## config.mk

```make
export PLATFORM = sky130hd
export DESIGN_NAME = kiwi_ctrl_core
export DESIGN_NICKNAME = d
export VERILOG_FILES = /design/src/source/kiwi_pkg.sv /design/src/source/cpu_bus_if.sv /design/src/source/chip_id_reader.sv /design/src/source/cpu_readback.sv /design/src/source/ctrl_regs.sv /design/src/source/cycle_counters.sv /design/src/source/kiwi_ctrl_core.sv
export SDC_FILE = /design/constraint.sdc
export NUM_CORES = 1
export LEC_CHECK = 0
export BUFFER_PORTS_ARGS = -buffer_cell sky130_fd_sc_hd__buf_4
export CORE_MARGIN = 1
export CORE_UTILIZATION = 43
export DETAILED_ROUTE_END_ITERATION = 7
export PLACE_DENSITY = 0.65
export SKIP_CTS_REPAIR_TIMING = 1
export SLEW_MARGIN = 0
export SYNTH_ARGS = -nofsm -noshare
export SYNTH_HDL_FRONTEND = slang
export SYNTH_SLANG_ARGS = --single-unit
```

## constraint.sdc

```tcl
create_clock -name cpu_clk -period 3.2 [get_ports cpu_clk]
set_clock_uncertainty 0.05 [all_clocks]
set_input_delay 0.48 -clock cpu_clk [delete_from_list [all_inputs] [get_ports cpu_clk]]
set_output_delay 0.48 -clock cpu_clk [all_outputs]
set_load 0.01 [all_outputs]
```

## src/source/kiwi_pkg.sv

```systemverilog
package kiwi_pkg;

    ////////////////////////////////////////
    // widths
    ////////////////////////////////////////

    localparam int OP_BITS      = 4;    // cpu op code
    localparam int CTRL_BITS    = 16;   // control register
    localparam int PAR_BITS     = 16;   // cpu parallel input
    localparam int TOS_BITS     = 32;   // operand (top of stack)
    localparam int CTR_BITS     = 32;   // each cycle counter
    localparam int REG_NO_BITS  = 2;    // register select
    localparam int ID_BITS      = 57;   // chip id length
    localparam int SER_SEL_BITS = 2;    // serial port select field

    ////////////////////////////////////////
    // control register bit positions
    ////////////////////////////////////////

    localparam int CTRL_SER_SEL    = 0;     // lsb of ser_sel, two bits
    localparam int CTRL_SER_LE_CSN = 2;     // latch / chip select
    localparam int CTRL_SER_CLK    = 3;
    localparam int CTRL_SER_DATA   = 4;
    localparam int CTRL_OSC_DIS    = 5;     // adc osc off when set
    localparam int CTRL_STEN       = 6;     // adc self test
    localparam int CTRL_EEPROM_WP  = 7;
    localparam int CTRL_CMD_READY  = 8;
    localparam int CTRL_SND_INTR   = 9;
    // 15:10 reserved

    // ops decoded by this core
    typedef enum logic [OP_BITS-1:0] {
        OP_NOP,
        OP_SET_CTRL,
        OP_GET_STATUS,
        OP_GET_CPU_CTR,
        OP_GET_SRQ,
        OP_CTR_CLR,
        OP_CTR_ENA,
        OP_CTR_DIS
    } cpu_op_e;

    // which bit-banged port sees the serial bits
    typedef enum logic [SER_SEL_BITS-1:0] {
        SER_NONE,
        SER_ATTN,   // attenuator dac
        SER_GPS,    // gps front end
        SER_ID      // chip id reader
    } ser_sel_e;

endpackage

```

## src/source/cpu_bus_if.sv

```systemverilog
`timescale 1ns/100ps

// cpu register / event strobes, all single cycle, no ack
interface cpu_bus_if;
    import kiwi_pkg::*;

    cpu_op_e                op;         // valid with any strobe
    logic [REG_NO_BITS-1:0] reg_no;     // readback register select
    logic [TOS_BITS-1:0]    tos;        // operand for writes
    logic                   rd_reg;     // parallel input read
    logic                   wr_reg;     // register write
    logic                   wr_evt;     // event strobe

    // control register block
    modport ctrl_sink (
        input op,
        input tos,
        input wr_reg
    );

    // cycle counter events
    modport evt_sink (
        input op,
        input wr_evt
    );

    // readback mux and srq capture
    modport rd_sink (
        input op,
        input reg_no,
        input rd_reg
    );

endinterface

```

## src/source/chip_id_reader.sv

```systemverilog
`timescale 1ns/100ps

module chip_id_reader #(
    parameter logic [kiwi_pkg::ID_BITS-1:0] CHIP_ID = '1
) (
    input  logic cpu_clk,
    input  logic rx_orst,
    input  logic id_read,       // latch level, qualified below
    input  logic id_clk,
    input  logic id_shift,
    output logic id_bit         // msb first
);
    import kiwi_pkg::*;

    localparam int CNT_BITS = $clog2(ID_BITS + 1);
    localparam logic [1:0] RISE = 2'b01;

    typedef enum logic [1:0] {
        ID_IDLE,        // nothing loaded yet
        ID_LOADED,      // bits still to come out
        ID_DRAINED      // all bits shifted out
    } id_state_e;

    id_state_e            id_state;
    logic [1:0]           rd_hist;      // read & clk history
    logic [1:0]           sf_hist;      // shift & clk history
    logic                 rd_pulse;
    logic                 sf_pulse;
    logic [ID_BITS-1:0]   id_sr;
    logic [CNT_BITS-1:0]  shift_cnt;

    ////////////////////////////////////////
    // level to single pulse
    ////////////////////////////////////////

    always_ff @(posedge cpu_clk)
    begin
        if (rx_orst)
        begin
            rd_hist <= 2'b00;
            sf_hist <= 2'b00;
        end
        else
        begin
            rd_hist <= {rd_hist[0], id_read && id_clk};
            sf_hist <= {sf_hist[0], id_shift && id_clk};
        end
    end

    assign rd_pulse = (rd_hist == RISE);
    assign sf_pulse = (sf_hist == RISE);

    ////////////////////////////////////////
    // load / shift fsm
    ////////////////////////////////////////

    always_ff @(posedge cpu_clk)
    begin
        if (rx_orst)
        begin
            id_state  <= ID_IDLE;
            shift_cnt <= '0;
        end
        else if (rd_pulse)      // read wins over shift
        begin
            id_state  <= ID_LOADED;
            shift_cnt <= '0;
        end
        else if (sf_pulse && id_state == ID_LOADED)
        begin
            shift_cnt <= shift_cnt + 1'b1;
            if (shift_cnt == CNT_BITS'(ID_BITS - 1))
                id_state <= ID_DRAINED;     // last bit gone
        end
    end

    // shift register, ones fill from the bottom
    always_ff @(posedge cpu_clk)
    begin
        if (rd_pulse)
            id_sr <= CHIP_ID;
        else if (sf_pulse)
            id_sr <= {id_sr[ID_BITS-2:0], 1'b1};
    end

    // idle and drained read as one
    assign id_bit = (id_state == ID_LOADED) ? id_sr[ID_BITS-1] : 1'b1;

endmodule

```

## src/source/cpu_readback.sv

```systemverilog
`timescale 1ns/100ps

module cpu_readback #(
    parameter logic [2:0] FPGA_ID = 3'd0
) (
    input  logic                          cpu_clk,
    input  logic                          rx_orst,
    cpu_bus_if.rd_sink                    bus,
    input  logic                          host_srq,
    input  logic                          rx_ovfl,
    input  logic                          id_bit,
    input  logic [kiwi_pkg::CTR_BITS-1:0] ctr0,
    input  logic [kiwi_pkg::CTR_BITS-1:0] ctr1,
    output logic [kiwi_pkg::PAR_BITS-1:0] par,
    output logic                          ser_srq
);
    import kiwi_pkg::*;

    logic                rx_overflow;   // sticky
    logic                srq_noted;
    logic                get_status;
    logic                get_ctr;
    logic                get_srq;
    logic [PAR_BITS-1:0] status;
    logic [4:0]          byte_lsb;      // bit offset of selected byte

    assign get_status = bus.rd_reg && bus.op == OP_GET_STATUS;
    assign get_ctr    = bus.rd_reg && bus.op == OP_GET_CPU_CTR;
    assign get_srq    = bus.rd_reg && bus.op == OP_GET_SRQ;

    ////////////////////////////////////////
    // overflow and srq capture
    ////////////////////////////////////////

    always_ff @(posedge cpu_clk)
    begin
        if (rx_orst)
            rx_overflow <= 1'b0;
        else
            rx_overflow <= rx_overflow | rx_ovfl;   // only reset clears
    end

    always_ff @(posedge cpu_clk)
    begin
        if (rx_orst)
        begin
            srq_noted <= 1'b0;
            ser_srq   <= 1'b0;
        end
        else if (get_srq)
        begin
            ser_srq   <= srq_noted;     // hand to cpu
            srq_noted <= host_srq;      // restart note
        end
        else
            srq_noted <= srq_noted | host_srq;
    end

    ////////////////////////////////////////
    // parallel input mux
    ////////////////////////////////////////

    // ovfl, id bit, fpga id, zero pad
    assign status   = {rx_overflow, id_bit, FPGA_ID, {(PAR_BITS-5){1'b0}}};
    assign byte_lsb = {bus.reg_no, 3'b000};

    always_comb
    begin
        if (get_status && bus.reg_no == '0)
            par = status;
        else if (get_ctr)
            par = {ctr1[byte_lsb +: 8], ctr0[byte_lsb +: 8]};  // interleaved bytes
        else
            par = '0;
    end

endmodule

```

## src/source/ctrl_regs.sv

```systemverilog
`timescale 1ns/100ps

module ctrl_regs (
    input  logic         cpu_clk,
    input  logic         rx_orst,
    cpu_bus_if.ctrl_sink bus,

    // chip id reader, internal
    output logic         id_read,
    output logic         id_clk,
    output logic         id_shift,

    // attenuator dac
    output logic         da_dale,
    output logic         da_daclk,
    output logic         da_dadat,

    // gps front end
    output logic         gps_gscs,
    output logic         gps_gsclk,
    output logic         gps_gsdat,

    // board pins
    output logic         adc_clken,
    output logic         adc_stenl,
    output logic         ewp,
    output logic         cmd_ready,
    output logic         snd_intr
);
    import kiwi_pkg::*;

    logic [CTRL_BITS-1:0] ctrl;
    ser_sel_e             ser_sel;
    logic [2:0]           ser_pins;     // {le_csn, clk, data}

    // only the selected port sees the serial bits
    function automatic logic [2:0] gate_port(input ser_sel_e sel,
                                             input ser_sel_e port,
                                             input logic [2:0] pins);
        return (sel == port) ? pins : 3'b000;
    endfunction

    ////////////////////////////////////////
    // control register
    ////////////////////////////////////////

    always_ff @(posedge cpu_clk)
    begin
        if (rx_orst)
            ctrl <= '0;
        else if (bus.wr_reg && bus.op == OP_SET_CTRL)
            ctrl <= bus.tos[CTRL_BITS-1:0];     // upper operand bits ignored
    end

    ////////////////////////////////////////
    // serial port steering
    ////////////////////////////////////////

    assign ser_sel  = ser_sel_e'(ctrl[CTRL_SER_SEL +: SER_SEL_BITS]);
    assign ser_pins = {ctrl[CTRL_SER_LE_CSN], ctrl[CTRL_SER_CLK], ctrl[CTRL_SER_DATA]};

    assign {da_dale, da_daclk, da_dadat}    = gate_port(ser_sel, SER_ATTN, ser_pins);
    assign {gps_gscs, gps_gsclk, gps_gsdat} = gate_port(ser_sel, SER_GPS, ser_pins);
    assign {id_read, id_clk, id_shift}      = gate_port(ser_sel, SER_ID, ser_pins);

    // board control, active low pins inverted here
    assign adc_clken = !ctrl[CTRL_OSC_DIS];
    assign adc_stenl = !ctrl[CTRL_STEN];
    assign ewp       = ctrl[CTRL_EEPROM_WP];
    assign cmd_ready = ctrl[CTRL_CMD_READY];
    assign snd_intr  = ctrl[CTRL_SND_INTR];

endmodule

```

## src/source/cycle_counters.sv

```systemverilog
`timescale 1ns/100ps

module cycle_counters (
    input  logic                          cpu_clk,
    input  logic                          rx_orst,
    cpu_bus_if.evt_sink                   bus,
    output logic [kiwi_pkg::CTR_BITS-1:0] ctr0,     // free running
    output logic [kiwi_pkg::CTR_BITS-1:0] ctr1      // gated by enable
);
    import kiwi_pkg::*;

    logic                ctr_ena;
    logic                ctr_clr;
    logic [1:0]          ctr_inc;       // per-counter increment
    logic [CTR_BITS-1:0] ctr [2];

    assign ctr_clr = bus.wr_evt && bus.op == OP_CTR_CLR;
    assign ctr_inc = {ctr_ena, 1'b1};   // ctr1 on enable, ctr0 always

    ////////////////////////////////////////
    // enable flag
    ////////////////////////////////////////

    always_ff @(posedge cpu_clk)
    begin
        if (rx_orst)
            ctr_ena <= 1'b0;
        else if (bus.wr_evt && bus.op == OP_CTR_ENA)
            ctr_ena <= 1'b1;
        else if (bus.wr_evt && bus.op == OP_CTR_DIS)
            ctr_ena <= 1'b0;
    end

    ////////////////////////////////////////
    // accumulators
    ////////////////////////////////////////

    for (genvar i = 0; i < 2; i++)
    begin : g_ctr
        always_ff @(posedge cpu_clk)
        begin
            if (rx_orst || ctr_clr)
                ctr[i] <= '0;
            else
                ctr[i] <= ctr[i] + CTR_BITS'(ctr_inc[i]);   // wraps at 2^32
        end
    end

    assign ctr0 = ctr[0];
    assign ctr1 = ctr[1];

endmodule

```

## src/source/kiwi_ctrl_core.sv

```systemverilog
`timescale 1ns/100ps

module kiwi_ctrl_core #(
    parameter logic [kiwi_pkg::ID_BITS-1:0] CHIP_ID = 57'h1_a5c3_e97b_0d24_68,
    parameter logic [2:0]                   FPGA_ID = 3'd1
) (
    input  logic                             cpu_clk,
    input  logic                             rx_orst,

    // cpu side
    input  kiwi_pkg::cpu_op_e                op,
    input  logic [kiwi_pkg::REG_NO_BITS-1:0] reg_no,
    input  logic [kiwi_pkg::TOS_BITS-1:0]    tos,
    input  logic                             rd_reg,
    input  logic                             wr_reg,
    input  logic                             wr_evt,
    output logic [kiwi_pkg::PAR_BITS-1:0]    par,
    output logic                             ser_srq,

    // host and receiver status
    input  logic                             host_srq,
    input  logic                             rx_ovfl,

    // attenuator dac
    output logic                             da_dale,
    output logic                             da_daclk,
    output logic                             da_dadat,

    // gps front end
    output logic                             gps_gscs,
    output logic                             gps_gsclk,
    output logic                             gps_gsdat,

    // board control
    output logic                             adc_clken,
    output logic                             adc_stenl,
    output logic                             ewp,
    output logic                             cmd_ready,
    output logic                             snd_intr
);
    import kiwi_pkg::*;

    logic                id_read;
    logic                id_clk;
    logic                id_shift;
    logic                id_bit;
    logic [CTR_BITS-1:0] ctr0;
    logic [CTR_BITS-1:0] ctr1;

    ////////////////////////////////////////
    // cpu bus
    ////////////////////////////////////////

    cpu_bus_if bus ();

    assign bus.op     = op;
    assign bus.reg_no = reg_no;
    assign bus.tos    = tos;
    assign bus.rd_reg = rd_reg;
    assign bus.wr_reg = wr_reg;
    assign bus.wr_evt = wr_evt;

    ////////////////////////////////////////
    // blocks
    ////////////////////////////////////////

    ctrl_regs u_ctrl_regs (
        .cpu_clk   (cpu_clk),
        .rx_orst   (rx_orst),
        .bus       (bus.ctrl_sink),
        .id_read   (id_read),
        .id_clk    (id_clk),
        .id_shift  (id_shift),
        .da_dale   (da_dale),
        .da_daclk  (da_daclk),
        .da_dadat  (da_dadat),
        .gps_gscs  (gps_gscs),
        .gps_gsclk (gps_gsclk),
        .gps_gsdat (gps_gsdat),
        .adc_clken (adc_clken),
        .adc_stenl (adc_stenl),
        .ewp       (ewp),
        .cmd_ready (cmd_ready),
        .snd_intr  (snd_intr)
    );

    // stands in for the vendor dna primitive
    chip_id_reader #(
        .CHIP_ID (CHIP_ID)
    ) u_chip_id_reader (
        .cpu_clk  (cpu_clk),
        .rx_orst  (rx_orst),
        .id_read  (id_read),
        .id_clk   (id_clk),
        .id_shift (id_shift),
        .id_bit   (id_bit)
    );

    cycle_counters u_cycle_counters (
        .cpu_clk (cpu_clk),
        .rx_orst (rx_orst),
        .bus     (bus.evt_sink),
        .ctr0    (ctr0),
        .ctr1    (ctr1)
    );

    cpu_readback #(
        .FPGA_ID (FPGA_ID)
    ) u_cpu_readback (
        .cpu_clk  (cpu_clk),
        .rx_orst  (rx_orst),
        .bus      (bus.rd_sink),
        .host_srq (host_srq),
        .rx_ovfl  (rx_ovfl),
        .id_bit   (id_bit),
        .ctr0     (ctr0),
        .ctr1     (ctr1),
        .par      (par),
        .ser_srq  (ser_srq)
    );

endmodule

```

### After elaboration in Yosys (flattened, before gate mapping)

Memory sizes are Yosys's and may differ from the RTL's.
Cells that the tools add are included.

* add/sub/neg operators: 3
* eq/ne operators: 14
* shifts and indexed selects: 2
* muxes and demuxes: 17
* bitwise logic cells: 4
* reduce and logical (&&, ||, !) cells: 21

Operators with widths (count)
* 32-bit 2-to-1 mux: 2
* 32-bit by 6-bit variable part select with 8-bit output: 2
* 32-bit by 1-bit adder with 32-bit output: 1
* 32-bit by 1-bit adder with 32-bit output, second input constant: 1
* 16-bit 2-to-1 mux: 2
* 4-bit by 3-bit equality test with 1-bit output, second input constant: 4
* 1-bit logical AND: 11
* 1-bit 2-to-1 mux: 10
* 3-bit 2-to-1 mux: 3
* 2-bit by 1-bit equality test with 1-bit output, second input constant: 4
* 4-bit by 2-bit equality test with 1-bit output, second input constant: 2
* 6-bit by 1-bit adder with 6-bit output, second input constant: 1
* 6-bit equality test, second input constant: 1
* 2-bit nonzero test: 3
* 2-bit equality test, second input constant: 2
* 4-bit by 1-bit equality test with 1-bit output, second input constant: 1
* 1-bit bitwise OR: 4
* 2-bit AND reduction: 2
* 1-bit zero test: 2
* 2-bit zero test: 1
* 2-bit OR reduction: 1
* 1-bit logical OR: 1

* flip-flop bits (word level): 83
* bits in writable memories: 64
* input bits: 45
* logic and storage cells: 73
* memories kept: 1

Memory list
* u_cycle_counters.ctr: words 2, bits a word 32, rd ports 2, clocked after memory_dff 0, wr ports 2, RTL line cycle_counters.sv:15 `logic [CTR_BITS-1:0] ctr [2];`

### Logic depth before layout (Yosys ltp)

* depth in word-level cells: 6
* depth in mapped cells: 7
* gate-level depth less buffers: 6

### Hierarchy

From an unflattened synthesis, not the netlist that was laid out.

* cells, all modules: 775
* area total of the unflattened synthesis: 6780.3 sq um

Modules (own cells, without submodules)
* cycle_counters: times used 1, cells each 353, area each 3057.9 sq um, seq. area each 1301.2 sq um
* chip_id_reader: times used 1, cells each 299, area each 2452.4 sq um, seq. area each 1381.3 sq um
* cpu_readback: times used 1, cells each 65, area each 735.7 sq um, seq. area each 60.1 sq um
* ctrl_regs: times used 1, cells each 58, area each 534.3 sq um, seq. area each 200.2 sq um

### Least setup slack after synthesis

OpenSTA, ideal clock, no wires.

* path type: input to output
* start: input port reg_no[1] (netlist bit)
* end: output port par[11] (netlist bit)
* data arrival time: 1.852 ns
* setup slack: 0.818 ns
* stages: 5
* path buffers: 2
* cells stage by stage: clkbuf_1 > clkbuf_1 > mux4_2 > a21oi_1 > nor2_1

* cells in the longest elaborated chain, start to end: 3

Ends and longest elaborated chain
* start, declared: RTL line kiwi_ctrl_core.sv:12 `input logic [kiwi_pkg::REG_NO_BITS-1:0] reg_no,`
* 32-bit by 6-bit variable part select with 8-bit output / 2-bit zero test (equally long branches): RTL line cpu_readback.sv:72, cpu_readback.sv:69
* 16-bit 2-to-1 mux / 1-bit logical AND (equally long branches): RTL line cpu_readback.sv:71, cpu_readback.sv:69
* 16-bit 2-to-1 mux *: RTL line cpu_readback.sv:69 `if (get_status && bus.reg_no == '0)`
* end, declared: RTL line kiwi_ctrl_core.sv:17 `output logic [kiwi_pkg::PAR_BITS-1:0] par,`

Every way passes the cells marked *; elsewhere a longest branch is shown, timed or not.

==> qor.yml <==
status:
  status: "finished clean"
global_routing:
  antenna_found_initial: 0
  grt_start_max_net_pins: 57
  track_usage_pct: 19.2
  gr-total-overflow: 0
  grt_pass1_vias: 5201
  grt_pass1_wl_um: 24600
worst_hold_path:
  min_path_cells: 3
  hold_path_class: "primary input to register"
cts:
  cts_tree: "yes"
  htree_num_levels: 4
  numCtsBuffers: 17
  path_clk_slew_ns: 0.06
  clock_latency_ns: 0.42
  clockRootBuffer: "clkbuf_16"
  cts_buffer_depth: 2
  cts.sinks: 147
timing:
  hold_viol_final: 0
  tns_ns: 0
  grt_setup_unrepaired: "false"
  worst_pin_slew_ns: 1.02
  slew_viol_final: 0
  finalCritPeriodShare_pct: 74.9
  fmax_mhz: 417
  period_needed_ns: 2.40
  setup_violations: 0
  slew_headroom_pct: 32.2
job:
  drv_cap: 0
logic_synthesis:
  synth_flop_cell: "dfxtp_1"
  synth-seq-cells: 147
  syn_nets: 821
  syn_avg_cell_area_um2: 8.60
  async_flop_share_pct: 0
  netlist_area_mm2: 0.00662
  synth_edf_count: 0
  synthCells: 770
  yosysTopAreaCell: "dfxtp_1"
  synth-seq-area-share_pct: 44.5
  synth_cell_types: 53
  synth_warnings: 0
  synth_area_leaders: "dfxtp_1 44%, nand2_1 8.4%, mux4_2 5.1%"
  synth_top_cell_area_share_pct: 44.5
floorplanning:
  ios: 73
  start_util_pct: 44.9
  fp.dieArea_mm2: 0.0159
  die_w_um: 126
  row_count: 44
  coreArea_mm2: 0.0148
  fp.dieH_um: 126
detailed_routing:
  first_pass_iters: 5
  num_vias: 5523
  wl_per_cell_um: 14.6
  drcViolationCount: 0
  final_antenna_net_count: 0
  wl_um: 14500
  viasPerCell: 5.55
  drt_iter0_markers: 290
critical_path:
  reg2reg_slack_ns: 0.80
  cp-start-kind: "register"
  cp.arrival_ns: 2.69
  timing.critical_path.cells: "ha_1 -> nand4_4 -> or4_4 -> or4_1 -> a21oi_1"
  slowest_delay_ns: 0.67
  cpMaxStageDelayCell: "or4_4"
  path_max_fanout: 15
  r2r_cells: 5
  cp.required_ns: 3.49
  cp-end-kind: "register"
  critPathKind: "register to register"
final_layout:
  drive_gt1_share_pct: 15.0
  syn_to_final_growth_pct: 17.2
  final_common_cell: "nand2_1"
  diodes: 0
  nets: 849
  fillCellCount: 1354
  final_cell_mix: "149 x nand2_1, 147 x dfxtp_1, 59 x a21oi_1"
place:
  routabilityCongestion: 0.935
  dpl.hpwl_um: 9990
  portBuffers: 50
power_and_ir_drop:
  power_uw: 4170
  p_per_area_mw_per_mm2: 537
  ir_worst_vdd_mv: 0.373
  leakage_uw: 0.00289
-- critical path, delay by kind of cell (launching register included) --
kind / cells / cell delay [ns]
AOI/OAI and AO/OA: 1 / 0.15
adders and majority gates: 1 / 0.28
DFF: 1 / 0.43
and+or+nand+nor: 3 / 1.39
-- stage by stage --
stage / area (um2) / setup slack, ns / hold slack (ns) / cells / utilization (%)
6_report: 7760 / 0.804 / 0.237 / 995 / 52.6
5_1_grt: 7760 / 0.701 / 0.241 / 995 / 52.6
4_1_cts: 7760 / 0.823 / 0.228 / 995 / 52.6
3_5_place_dp: 7100 / 0.831 / 0.397 / 963 / 48.1
3_3_place_gp: 7100 / 0.884 / 0.385 / 963 / 48.1
2_1_floorplan: 6620 / 0.818 / 0.377 / 770 / -
-- synthesized netlist by cell type (12+ instances only) --
master	n
nand2_1	149
dfxtp_1	147
a21oi_1	60
nor2_1	55
nand3_1	48
clkbuf_1	39
mux2i_1	23
nor2b_1	21
or4_1	19
inv_1	18
nand4_1	18
mux4_2	15
o31ai_1	15
xnor2_1	15
nand2b_1	14
nor4_1	14
and2_1	12
-- kinds of logic after synthesis --
group | count (synthesis) | share of synthesized area, %
mux | 39 | 8.98
compound gates | 92 | 7.90
xor+xnor | 26 | 3.44
fa+ha+maj | 6 | 1.13
simple gates | 394 | 29.9
buf+inv | 66 | 4.20
flops | 147 | 44.5
-- metal layers --
layer | vias up | GRT usage [%] | share of wire (%)
met2 | 106 | 32.5 | 49
met1 | 2658 | 23.4 | 45
met3 | 31 | 3.78 | 3.6
met5 | - | 0 | 0
met4 | 0 | 9.28 | 2.3
li1 | 2728 | - | -
-- power by group --
group / internal, uW / switching, uW / leakage (uW)
sequential: 1840 / 9.16 / 0.00118
combinational: 46.8 / 56.2 / 0.00138
clock: 1420 / 803 / 0.000323
total: 3300 / 868 / 0.00289
-- area by class of cell --
type / instances / area [um2] / area share, %
multi-input combinational: 557 / 3420 / 44.0
sequential: 147 / 2940 / 37.9
timing repair buffer: 57 / 440 / 5.68
clock buffer: 18 / 439 / 5.66
tap: 184 / 230 / 2.97
clock inverter: 14 / 223 / 2.87
inverter: 18 / 67.6 / 0.871
-- registers in the layout, indices dropped and copies added, names as in the netlist --
name and flops:
u_chip_id_reader.shift_cnt 6, u_cycle_counters.ctr 64, u_cycle_counters.ctr_ena 1, u_chip_id_reader.rd_hist 2
u_chip_id_reader.id_state 2, u_cpu_readback.ser_srq 1, u_chip_id_reader.sf_hist 2, u_ctrl_regs.ctrl 10
u_chip_id_reader.id_sr 57, u_cpu_readback.srq_noted 1, u_cpu_readback.rx_overflow 1
-- final timing paths --
path / from / endpoint
worst max-delay path: u_cycle_counters.ctr[0][0] / u_cycle_counters.ctr[0][30]
worst min-delay path: tos[3] / u_ctrl_regs.ctrl[3]
worst max register to register: u_cycle_counters.ctr[0][0] / u_cycle_counters.ctr[0][30]
worst min register to register: u_chip_id_reader.id_sr[53] / u_chip_id_reader.id_sr[54]
Power figures use the tool's default switching activity.
